--- config.mk ---
export PLATFORM = sky130hd
export DESIGN_NAME = secure_boot_control
export DESIGN_NICKNAME = d
export VERILOG_FILES = /design/src/boot_pkg.sv /design/src/secure_boot_control.sv /design/src/secure_mem_port.sv /design/src/lc_link.sv /design/src/host_link.sv /design/src/boot_sequencer.sv /design/src/boot_id_store.sv
export SDC_FILE = /design/constraint.sdc
export NUM_CORES = 2
export LEC_CHECK = 0
export BUFFER_PORTS_ARGS = -buffer_cell sky130_fd_sc_hd__buf_4
export CAP_MARGIN = 20
export CORE_AREA = 8 8 761 763
export DETAILED_ROUTE_END_ITERATION = 12
export DIE_AREA = 0 0 769 771
export RECOVER_POWER = 25
export SLEW_MARGIN = 20
export SYNTH_ARGS = -nofsm -noshare
export SYNTH_HDL_FRONTEND = slang
export SYNTH_SLANG_ARGS = --single-unit
--- constraint.sdc ---
create_clock -name clk -period 2.4 [get_ports clk]
set_clock_uncertainty 0.2 [all_clocks]
set_input_delay 0.12 -clock clk [delete_from_list [all_inputs] [get_ports clk]]
set_output_delay 0.12 -clock clk [all_outputs]
set_load 0.05 [all_outputs]
--- src/boot_pkg.sv ---
// Shared widths, codes and enums for the secure boot sequencer.
// Covers the GPIO host words, lifecycle codes and secure memory map.

package boot_pkg;

    typedef logic [255:0] id_t;          // lifecycle ids, puf responses, memory words
    typedef logic [31:0]  gpio_word_t;
    typedef logic [103:0] gpio_packet_t;
    typedef logic [3:0]   mem_addr_t;    // 16 word secure memory
    typedef logic [2:0]   lc_state_t;

    localparam lc_state_t LC_RAW  = 3'd0;
    localparam lc_state_t LC_PROD = 3'd3;
    localparam lc_state_t LC_EOL  = 3'd5;

    localparam logic [5:0] GPIO_ODATA = 6'h0;
    localparam logic [5:0] GPIO_IDATA = 6'h5;

    localparam gpio_word_t HOST_RST_WORD    = 32'h1;
    localparam int         HOST_RST_ACK_BIT = 1;
    localparam gpio_word_t HOST_REL_WORD    = 32'h10;
    localparam int         HOST_REL_ACK_BIT = 5;

    localparam mem_addr_t CHIP_ID_ADDR      = 4'h0;
    localparam mem_addr_t LC_AUTH_BASE_ADDR = 4'h8;  // plus lc state

    typedef enum logic {
        HOST_RESET,
        HOST_RELEASE
    } host_cmd_t;

    typedef enum logic [1:0] {
        MEM_WRITE_CHIP,
        MEM_CHECK_CHIP,
        MEM_CHECK_AUTH
    } mem_op_t;

    typedef enum logic [3:0] {
        INIT, RESET_SOC, LC_AUTH_POLL, LC_AUTH, CHIPID_WRITE, CHIPID_PROVISION_LC,
        CHALLENGE_CHIPID, NORM_OP_RELEASE, LC_POLL, LC_TRANSITION, RESET_SOC2,
        TRUNC_BOOT, ABORT
    } boot_state_t;

endpackage
--- src/secure_boot_control.sv ---
// Secure boot control top level.
// Sequencer plus host, lifecycle and secure memory links and the id store.
`timescale 1ns/100ps

module secure_boot_control import boot_pkg::*; (
    input  logic         clk,
    input  logic         fuse,
    input  gpio_word_t   gpio_reg_rdata,
    input  lc_state_t    lc_state,
    input  logic         lc_done,
    input  logic         lc_success,
    input  id_t          lc_transition_id,
    input  logic         lc_transition_request_in,
    input  id_t          lc_authentication_id,
    input  logic         lc_authentication_valid,
    input  id_t          puf_a,
    input  id_t          puf_b,
    input  id_t          rdData,
    input  logic         rdData_valid,
    output logic         gpio_reg_access,
    output gpio_packet_t gpio_reg_packet,
    output logic         lc_transition_request,
    output id_t          lc_identifier,
    output logic         rd_en,
    output logic         wr_en,
    output mem_addr_t    addr,
    output id_t          wrData
);

    // sequencer to links
    logic      host_start;
    host_cmd_t host_cmd;
    logic      host_done;
    logic      lc_start;
    logic      lc_provision;
    logic      lc_link_done;
    logic      lc_link_ok;
    logic      mem_start;
    mem_op_t   mem_op;
    logic      mem_done;
    logic      mem_match;

    // id store
    logic capture_transition;
    logic capture_auth;
    logic latch_chip_id;
    id_t  held_id;
    id_t  chip_id;

    boot_sequencer u_boot_sequencer (.*);

    host_link u_host_link (.*);

    lc_link u_lc_link (.*);

    secure_mem_port u_secure_mem_port (.*);

    boot_id_store u_boot_id_store (.*);

endmodule

--- src/secure_mem_port.sv ---
// Secure memory access port.
// Runs one chip id write or one read-and-compare per start pulse.
`timescale 1ns/100ps

module secure_mem_port import boot_pkg::*; (
    input  logic      clk,
    input  logic      fuse,
    input  logic      mem_start,
    input  mem_op_t   mem_op,
    input  lc_state_t lc_state,
    input  id_t       chip_id,
    input  id_t       held_id,
    input  id_t       rdData,
    input  logic      rdData_valid,
    output logic      mem_done,
    output logic      mem_match,
    output logic      rd_en,
    output logic      wr_en,
    output mem_addr_t addr,
    output id_t       wrData
);

    typedef enum logic [1:0] {
        MP_IDLE,
        MP_READ,
        MP_WRITE
    } mp_phase_t;

    mp_phase_t phase;
    mem_op_t   op_q;
    id_t       ref_id;

    assign ref_id = (op_q == MEM_CHECK_AUTH) ? held_id : chip_id;
    assign wrData = wr_en ? chip_id : '0;  // chip id is the only word written

    always_ff @(posedge clk or negedge fuse) begin
        if (!fuse) begin
            phase     <= MP_IDLE;
            op_q      <= MEM_WRITE_CHIP;
            rd_en     <= 1'b0;
            wr_en     <= 1'b0;
            addr      <= '0;
            mem_done  <= 1'b0;
            mem_match <= 1'b0;
        end else begin
            mem_done <= 1'b0;
            case (phase)
                MP_IDLE: begin
                    if (mem_start) begin
                        op_q <= mem_op;
                        if (mem_op == MEM_WRITE_CHIP) begin
                            wr_en <= 1'b1;
                            addr  <= CHIP_ID_ADDR;
                            phase <= MP_WRITE;
                        end else begin
                            rd_en <= 1'b1;
                            addr  <= (mem_op == MEM_CHECK_AUTH)
                                   ? LC_AUTH_BASE_ADDR + mem_addr_t'(lc_state)
                                   : CHIP_ID_ADDR;
                            phase <= MP_READ;
                        end
                    end
                end
                MP_WRITE: begin  // single cycle write
                    wr_en    <= 1'b0;
                    addr     <= '0;
                    mem_done <= 1'b1;
                    phase    <= MP_IDLE;
                end
                MP_READ: begin
                    if (rdData_valid) begin
                        rd_en     <= 1'b0;
                        addr      <= '0;
                        mem_match <= (rdData == ref_id);
                        mem_done  <= 1'b1;
                        phase     <= MP_IDLE;
                    end
                end
                default: phase <= MP_IDLE;
            endcase
        end
    end

    a_rd_wr_excl: assert property (@(posedge clk) disable iff (!fuse)
        !(rd_en && wr_en));

endmodule

--- src/lc_link.sv ---
// Lifecycle controller link.
// Pulses one transition request with its identifier and waits for the result.
`timescale 1ns/100ps

module lc_link import boot_pkg::*; (
    input  logic clk,
    input  logic fuse,
    input  logic lc_start,
    input  logic lc_provision,
    input  id_t  held_id,
    input  logic lc_done,
    input  logic lc_success,
    output logic lc_link_done,
    output logic lc_link_ok,
    output logic lc_transition_request,
    output id_t  lc_identifier
);

    logic busy;  // request sent, result pending
    logic go;

    assign go = lc_start && !busy;

    always_ff @(posedge clk or negedge fuse) begin
        if (!fuse) begin
            busy                  <= 1'b0;
            lc_link_done          <= 1'b0;
            lc_link_ok            <= 1'b0;
            lc_transition_request <= 1'b0;
            lc_identifier         <= '0;
        end else begin
            lc_transition_request <= go;
            lc_link_done          <= busy && lc_done;
            if (go) begin
                busy          <= 1'b1;
                lc_link_ok    <= 1'b0;
                lc_identifier <= lc_provision ? '0 : held_id;  // zero id moves raw to test
            end else begin
                lc_identifier <= '0;
                if (busy && lc_done) begin
                    busy       <= 1'b0;
                    lc_link_ok <= lc_success;
                end
            end
        end
    end

    a_req_pulse: assert property (@(posedge clk) disable iff (!fuse)
        lc_transition_request |=> !lc_transition_request);

endmodule

--- src/host_link.sv ---
// GPIO register link toward the host.
// Writes a request word once, then polls until the matching ack bit is set.
`timescale 1ns/100ps

module host_link import boot_pkg::*; (
    input  logic         clk,
    input  logic         fuse,
    input  logic         host_start,
    input  host_cmd_t    host_cmd,
    input  gpio_word_t   gpio_reg_rdata,
    output logic         host_done,
    output logic         gpio_reg_access,
    output gpio_packet_t gpio_reg_packet
);

    typedef enum logic [1:0] {
        PH_IDLE,
        PH_WRITE,
        PH_POLL
    } phase_t;

    phase_t     phase;
    host_cmd_t  cmd_q;
    logic       rw_q;
    logic [5:0] type_q;
    gpio_word_t word;
    logic       ack;

    assign word = !rw_q ? '0 : (cmd_q == HOST_RELEASE) ? HOST_REL_WORD : HOST_RST_WORD;
    assign ack  = (cmd_q == HOST_RELEASE) ? gpio_reg_rdata[HOST_REL_ACK_BIT]
                                          : gpio_reg_rdata[HOST_RST_ACK_BIT];

    // rw at bit 0, type at 15:10, write word at 71:40
    assign gpio_reg_packet = {32'h0, word, 24'h0, type_q, 9'h0, rw_q};

    always_ff @(posedge clk or negedge fuse) begin
        if (!fuse) begin
            phase           <= PH_IDLE;
            cmd_q           <= HOST_RESET;
            rw_q            <= 1'b0;
            type_q          <= GPIO_ODATA;
            gpio_reg_access <= 1'b0;
            host_done       <= 1'b0;
        end else begin
            host_done <= 1'b0;
            case (phase)
                PH_IDLE: begin
                    if (host_start) begin
                        cmd_q           <= host_cmd;
                        rw_q            <= 1'b1;
                        type_q          <= GPIO_ODATA;
                        gpio_reg_access <= 1'b1;  // stays up from here on
                        phase           <= PH_WRITE;
                    end
                end
                PH_WRITE: begin
                    rw_q   <= 1'b0;
                    type_q <= GPIO_IDATA;  // read back host status
                    phase  <= PH_POLL;
                end
                PH_POLL: begin
                    if (ack) begin
                        host_done <= 1'b1;
                        phase     <= PH_IDLE;
                    end
                end
                default: phase <= PH_IDLE;
            endcase
        end
    end

    a_write_once: assert property (@(posedge clk) disable iff (!fuse)
        gpio_reg_packet[0] |=> !gpio_reg_packet[0]);

endmodule

--- src/boot_sequencer.sv ---
// Secure boot state machine.
// Resets the SoC through the host, then provisions or authenticates
// according to the lifecycle state and serves lifecycle transitions.
`timescale 1ns/100ps

module boot_sequencer import boot_pkg::*; (
    input  logic      clk,
    input  logic      fuse,
    input  lc_state_t lc_state,
    input  logic      lc_transition_request_in,
    input  logic      lc_authentication_valid,
    input  logic      host_done,
    input  logic      lc_link_done,
    input  logic      lc_link_ok,
    input  logic      mem_done,
    input  logic      mem_match,
    output logic      host_start,
    output host_cmd_t host_cmd,
    output logic      lc_start,
    output logic      lc_provision,
    output logic      mem_start,
    output mem_op_t   mem_op,
    output logic      capture_transition,
    output logic      capture_auth,
    output logic      latch_chip_id
);

    boot_state_t state_q;
    boot_state_t state_d;
    logic        entry_q;   // first cycle in state_q

    always_ff @(posedge clk or negedge fuse) begin
        if (!fuse) begin
            state_q <= INIT;
            entry_q <= 1'b0;
        end else begin
            state_q <= state_d;
            entry_q <= (state_d != state_q);
        end
    end

    always_comb begin
        state_d = state_q;
        case (state_q)
            INIT: state_d = RESET_SOC;
            RESET_SOC: begin
                if (host_done) begin
                    state_d = (lc_state == LC_RAW) ? CHIPID_WRITE : LC_AUTH_POLL;
                end
            end
            CHIPID_WRITE: if (mem_done) state_d = CHIPID_PROVISION_LC;
            CHIPID_PROVISION_LC: if (lc_link_done) state_d = LC_POLL;  // result ignored
            LC_AUTH_POLL: if (lc_authentication_valid) state_d = LC_AUTH;
            LC_AUTH: begin
                if (mem_done) begin
                    if (!mem_match) begin
                        state_d = LC_AUTH_POLL;
                    end else if (lc_state == LC_EOL) begin
                        state_d = TRUNC_BOOT;
                    end else begin
                        state_d = CHALLENGE_CHIPID;
                    end
                end
            end
            CHALLENGE_CHIPID: begin
                if (mem_done) begin
                    if (!mem_match) begin
                        state_d = ABORT;
                    end else if (lc_state == LC_PROD) begin
                        state_d = NORM_OP_RELEASE;
                    end else begin
                        state_d = LC_POLL;
                    end
                end
            end
            NORM_OP_RELEASE: if (host_done) state_d = LC_POLL;
            LC_POLL: if (lc_transition_request_in) state_d = LC_TRANSITION;
            LC_TRANSITION: begin
                if (lc_link_done) begin
                    state_d = lc_link_ok ? RESET_SOC2 : LC_POLL;
                end
            end
            RESET_SOC2: if (host_done) state_d = INIT;  // full restart
            default: state_d = state_q;                 // trunc boot and abort hold
        endcase
    end

    // link requests fire once, on state entry
    assign host_start = entry_q && (state_q inside {RESET_SOC, NORM_OP_RELEASE, RESET_SOC2});
    assign host_cmd   = (state_q == NORM_OP_RELEASE) ? HOST_RELEASE : HOST_RESET;

    assign lc_start     = entry_q && (state_q inside {CHIPID_PROVISION_LC, LC_TRANSITION});
    assign lc_provision = (state_q == CHIPID_PROVISION_LC);

    assign mem_start = entry_q && (state_q inside {CHIPID_WRITE, LC_AUTH, CHALLENGE_CHIPID});

    always_comb begin
        case (state_q)
            LC_AUTH:          mem_op = MEM_CHECK_AUTH;
            CHALLENGE_CHIPID: mem_op = MEM_CHECK_CHIP;
            default:          mem_op = MEM_WRITE_CHIP;
        endcase
    end

    assign capture_transition = (state_q == LC_POLL) && lc_transition_request_in;
    assign capture_auth       = (state_q == LC_AUTH_POLL) && lc_authentication_valid;
    assign latch_chip_id      = entry_q && (state_q inside {CHIPID_WRITE, CHALLENGE_CHIPID});

    // only one link may be kicked per cycle
    a_one_start: assert property (@(posedge clk) disable iff (!fuse)
        $onehot0({host_start, lc_start, mem_start}));

endmodule

--- src/boot_id_store.sv ---
// Holds the requester id for lifecycle work and the PUF derived chip id.
`timescale 1ns/100ps

module boot_id_store import boot_pkg::*; (
    input  logic clk,
    input  logic fuse,
    input  logic capture_transition,
    input  logic capture_auth,
    input  logic latch_chip_id,
    input  id_t  lc_transition_id,
    input  id_t  lc_authentication_id,
    input  id_t  puf_a,
    input  id_t  puf_b,
    output id_t  held_id,
    output id_t  chip_id
);

    // transition and auth ids share one holding register
    always_ff @(posedge clk or negedge fuse) begin
        if (!fuse) begin
            held_id <= '0;
            chip_id <= '0;
        end else begin
            if (capture_transition) begin
                held_id <= lc_transition_id;
            end else if (capture_auth) begin
                held_id <= lc_authentication_id;
            end
            if (latch_chip_id) begin
                chip_id <= puf_a ^ puf_b;
            end
        end
    end

endmodule

==> impl_metrics.toml <==
[global_routing]
gr-usage-all-layers_pct = 23.51
grt.overflow.total = 0
use_met3_pct = 12.02
grt_max_degree = 88
top_usage_layer = "met2"
first_global_vias = 61432
grt_pass1_wl_um = 860700
antenna_found_initial = 669
grtUsageMet2_pct = 35.83
met1_usage_pct = 27.84

[synth]
ys.flop_type = "dfrtp_1"
synth_cell_types = 74
synthTopCellsByArea = "dfrtp_1 (48%), mux2i_1 (10%), and2_1 (7.3%), xnor2_1 (6.1%), o21ai_0 (3.9%)"
ys_seq_area_share_pct = 48.31
synth.cell_area_sq_um = 41230
synth_edf_count = 0
synth_top_cell_by_area = "dfrtp_1"
yosys_warnings = 0
yosysTopAreaCellShare_pct = 48.31
syn_avg_cell_area_sq_um = 9.831
synth_cells = 4194
synth_seq_cells = 796
synthArstFlopShare_pct = 100.0

[critical_path]
arrival_ns = 3.93
cp_data_required_time_ns = 3.03
reg2regPathDepth = 13
path_class = "reg2reg"
cp-end-kind = "flop"
reg2reg_slack_ns = -0.91
critPathLaunch = "u_secure_mem_port.op_q[0]"
cp_max_fo = 7
start_kind = "flop"
r2r-end = "u_secure_mem_port.mem_match"
r2r_start = "u_secure_mem_port.op_q[0]"

[sta]
worst_pin_slew_ns = 1.357
slew_headroom_pct = 9.517
fin_crit_sh_pct = 137.8
rsz0062_at_grt = "true"
max_freq_ghz = 0.3023
post-route-min-period_ns = 3.308
worst_slack_ns = -0.9076
drv_slew = 0
finalSetupViolCount = 497
holdWs_ns = 0.02055
hold_viol_final = 0

[power_and_ir_drop]
power_density_nw_per_um2 = 402.4
p_leak_uw = 0.04765
irDropWorstVdd_uv = 665.7

[floorplanning]
core-area_sq_um = 567000
die_w_um = 769
ios = 1946
die_h_um = 771
num_rows = 277
die_area_sq_um = 592900
start_util_pct = 7.272

[worst_hold_path]
min_path_type = "in2reg"
hold_depth = 4
hp-start = "puf_a[127]"
hold_end = "u_boot_id_store.chip_id[127]"

[clock_tree]
cts_root_buffer = "clkbuf_16"
clk_latency_ns = 0.97
cts_tree = "done"
cts_sinks = 796
cts_buffer_depth = 4
cts_buffers = 117
clk_pin_slew_ns = 0.07
htreeDepth = 3

[outcome]
violations = "setup timing"
outcome = "finished with violations"

[job]
drv_cap = 0

[final_layout]
drive_gt1_share_pct = 39.78
multi_input_area_sq_um = 21180
syn_to_final_growth_pct = 165.0
fillers = 61669
ff_latch_area_sq_um = 19930
nNetsFinal = 10587
postLayoutCoreUtil_pct = 19.27

[placement]
port_buffers = 1816
gp_congestion = 0.9649
detailed_place_hpwl_um = 637300

[detailed_routing]
drc = 0
wl_per_cell_um = 42.83
drt-pass1-iter-count = 8
routed_wl_um = 734100
drt_iter0_markers = 4918
avgViaCountPerCell = 3.521
vias = 60340
antenna_left = 0
worst max-delay path by stage:
stage | cells after the start | end | slack, ns
after floorplan | 10 | u_secure_mem_port.mem_match | -0.07
after global placement | 10 | u_secure_mem_port.mem_match | -1.71
after detailed placement | 10 | u_secure_mem_port.mem_match | -1.61
after CTS | 15 | u_secure_mem_port.mem_match | -0.80
after global routing | 10 | u_secure_mem_port.mem_match | -0.95
final | 13 | u_secure_mem_port.mem_match | -0.91
cell type report:
class | count | share of cell area (%)
clock buffers | 147 | 2.902
diodes | 253 | 0.5795
repair buffers | 5195 | 49.12
well taps | 7533 | 8.628
clock inverters | 64 | 0.7044
flip-flops and latches | 796 | 18.24
multi-input cells | 3024 | 19.39
inverters | 127 | 0.4364
worst max-delay path: stages, from the launching register on:
cell and delay (ns):
dfrtp_1 0.41, nor2b_4 0.23, buf_12 0.14, buf_6 0.09, buf_12 0.14, buf_4 0.18
mux2i_1 0.28, xor2_2 0.40, buf_4 0.21, o2111a_1 0.17, nand4_1 0.14, nor4_2 0.33
nand3_2 0.10, o31ai_2 0.17
cell families (layout without fill, tap and decap cells):
family / after synthesis / after routing / share of synthesized area, %
AOI/OAI and AO/OA: 853 / 853 / 12.28
xor gates and xnor gates: 362 / 362 / 7.690
adders and majority gates: 4 / 4 / 0.1214
buffers and inverters: 472 / 5533 / 5.614
DFF: 796 / 796 / 48.31
muxes: 423 / 423 / 10.28
other: 1 / 352 / 0.009095
and+or+nand+nor: 1283 / 1283 / 15.69
per-layer routing:
metal	wire (um)	up-vias
met2	308200	4382
met4	42470	308
met5	1995	-
met3	91960	1767
met1	289400	29201
li1	-	24682
metrics by stage:
step	std cells	TNS [ns]	area (sq um)	power, uW	worst slack [ns]
floorplan	4292	-0.09031	41660	15330	-0.07418
global placement	14328	-35.37	75110	20930	-1.712
detailed placement	14331	-19.51	75140	20930	-1.606
CTS	16819	-110.25	106700	44470	-0.7961
global route	17007	-168.80	108900	45200	-0.9499
finish	17139	-123.71	109200	43960	-0.9076
state kept, by name, summed over array words and instances (netlist names), 2 cells and up:
register and flops:
u_boot_id_store.chip_id 256, u_boot_id_store.held_id 256, u_lc_link.lc_identifier 256, u_boot_sequencer.state_q 4, u_secure_mem_port.addr 4, u_host_link.phase 2
u_secure_mem_port.op_q 2, u_secure_mem_port.phase 2
power by group:
part	switching [uW]	internal (uW)	total, uW
clock network	8440	10600	19000
registers	472	13600	14100
logic	5360	5440	10800
cell usage in the layout, fill, tap and decap left out, drive strengths merged, types with 8 or more instances in the layout:
cell	synthesis	routed
a21oi	273	273
o2111ai	8	8
xnor2	285	285
clkinv	0	29
nor2b	29	29
conb	1	99
nor4	37	37
xor2	77	77
dlygate4sd3	0	2160
bufinv	0	11
a22o	9	9
nand2b	14	14
a2111oi	11	11
inv	127	139
clkinvlp	0	12
o21ai	320	320
a211oi	10	10
dfrtp	796	796
o22ai	58	58
o221ai	14	14
clkbuf	176	184
diode	0	253
a221oi	34	34
nand3	18	18
nor2	258	258
mux2i	420	420
a22oi	16	16
a31oi	14	14
and2	480	480
nand4	20	20
nor3	54	54
o2bb2ai	34	34
nand2	346	346
buf	169	2995
timing repair:
item	CTS	global route
buffers inserted	83	66
endpoints found under the setup margin	545	440
pin swaps	25	85
gates cloned	38	31
resized for setup	1115	392
hold endpoints to repair	1327	2
hold buffers	2160	2
cell usage after synthesis, drive strengths merged (9+ instances only):
cell / count
and2: 480
inv: 127
o2bb2ai: 34
a22oi: 16
nor2: 258
a221oi: 34
a211oi: 10
dfrtp: 796
nand4: 20
a22o: 9
a2111oi: 11
nor2b: 29
nand3: 18
nand2: 346
o21ai: 320
a21oi: 273
o221ai: 14
clkbuf: 176
mux2i: 420
xnor2: 285
o22ai: 58
nor3: 54
buf: 169
a31oi: 14
nand2b: 14
nor4: 37
xor2: 77
Note: power is estimated with default switching activity, not from simulation.
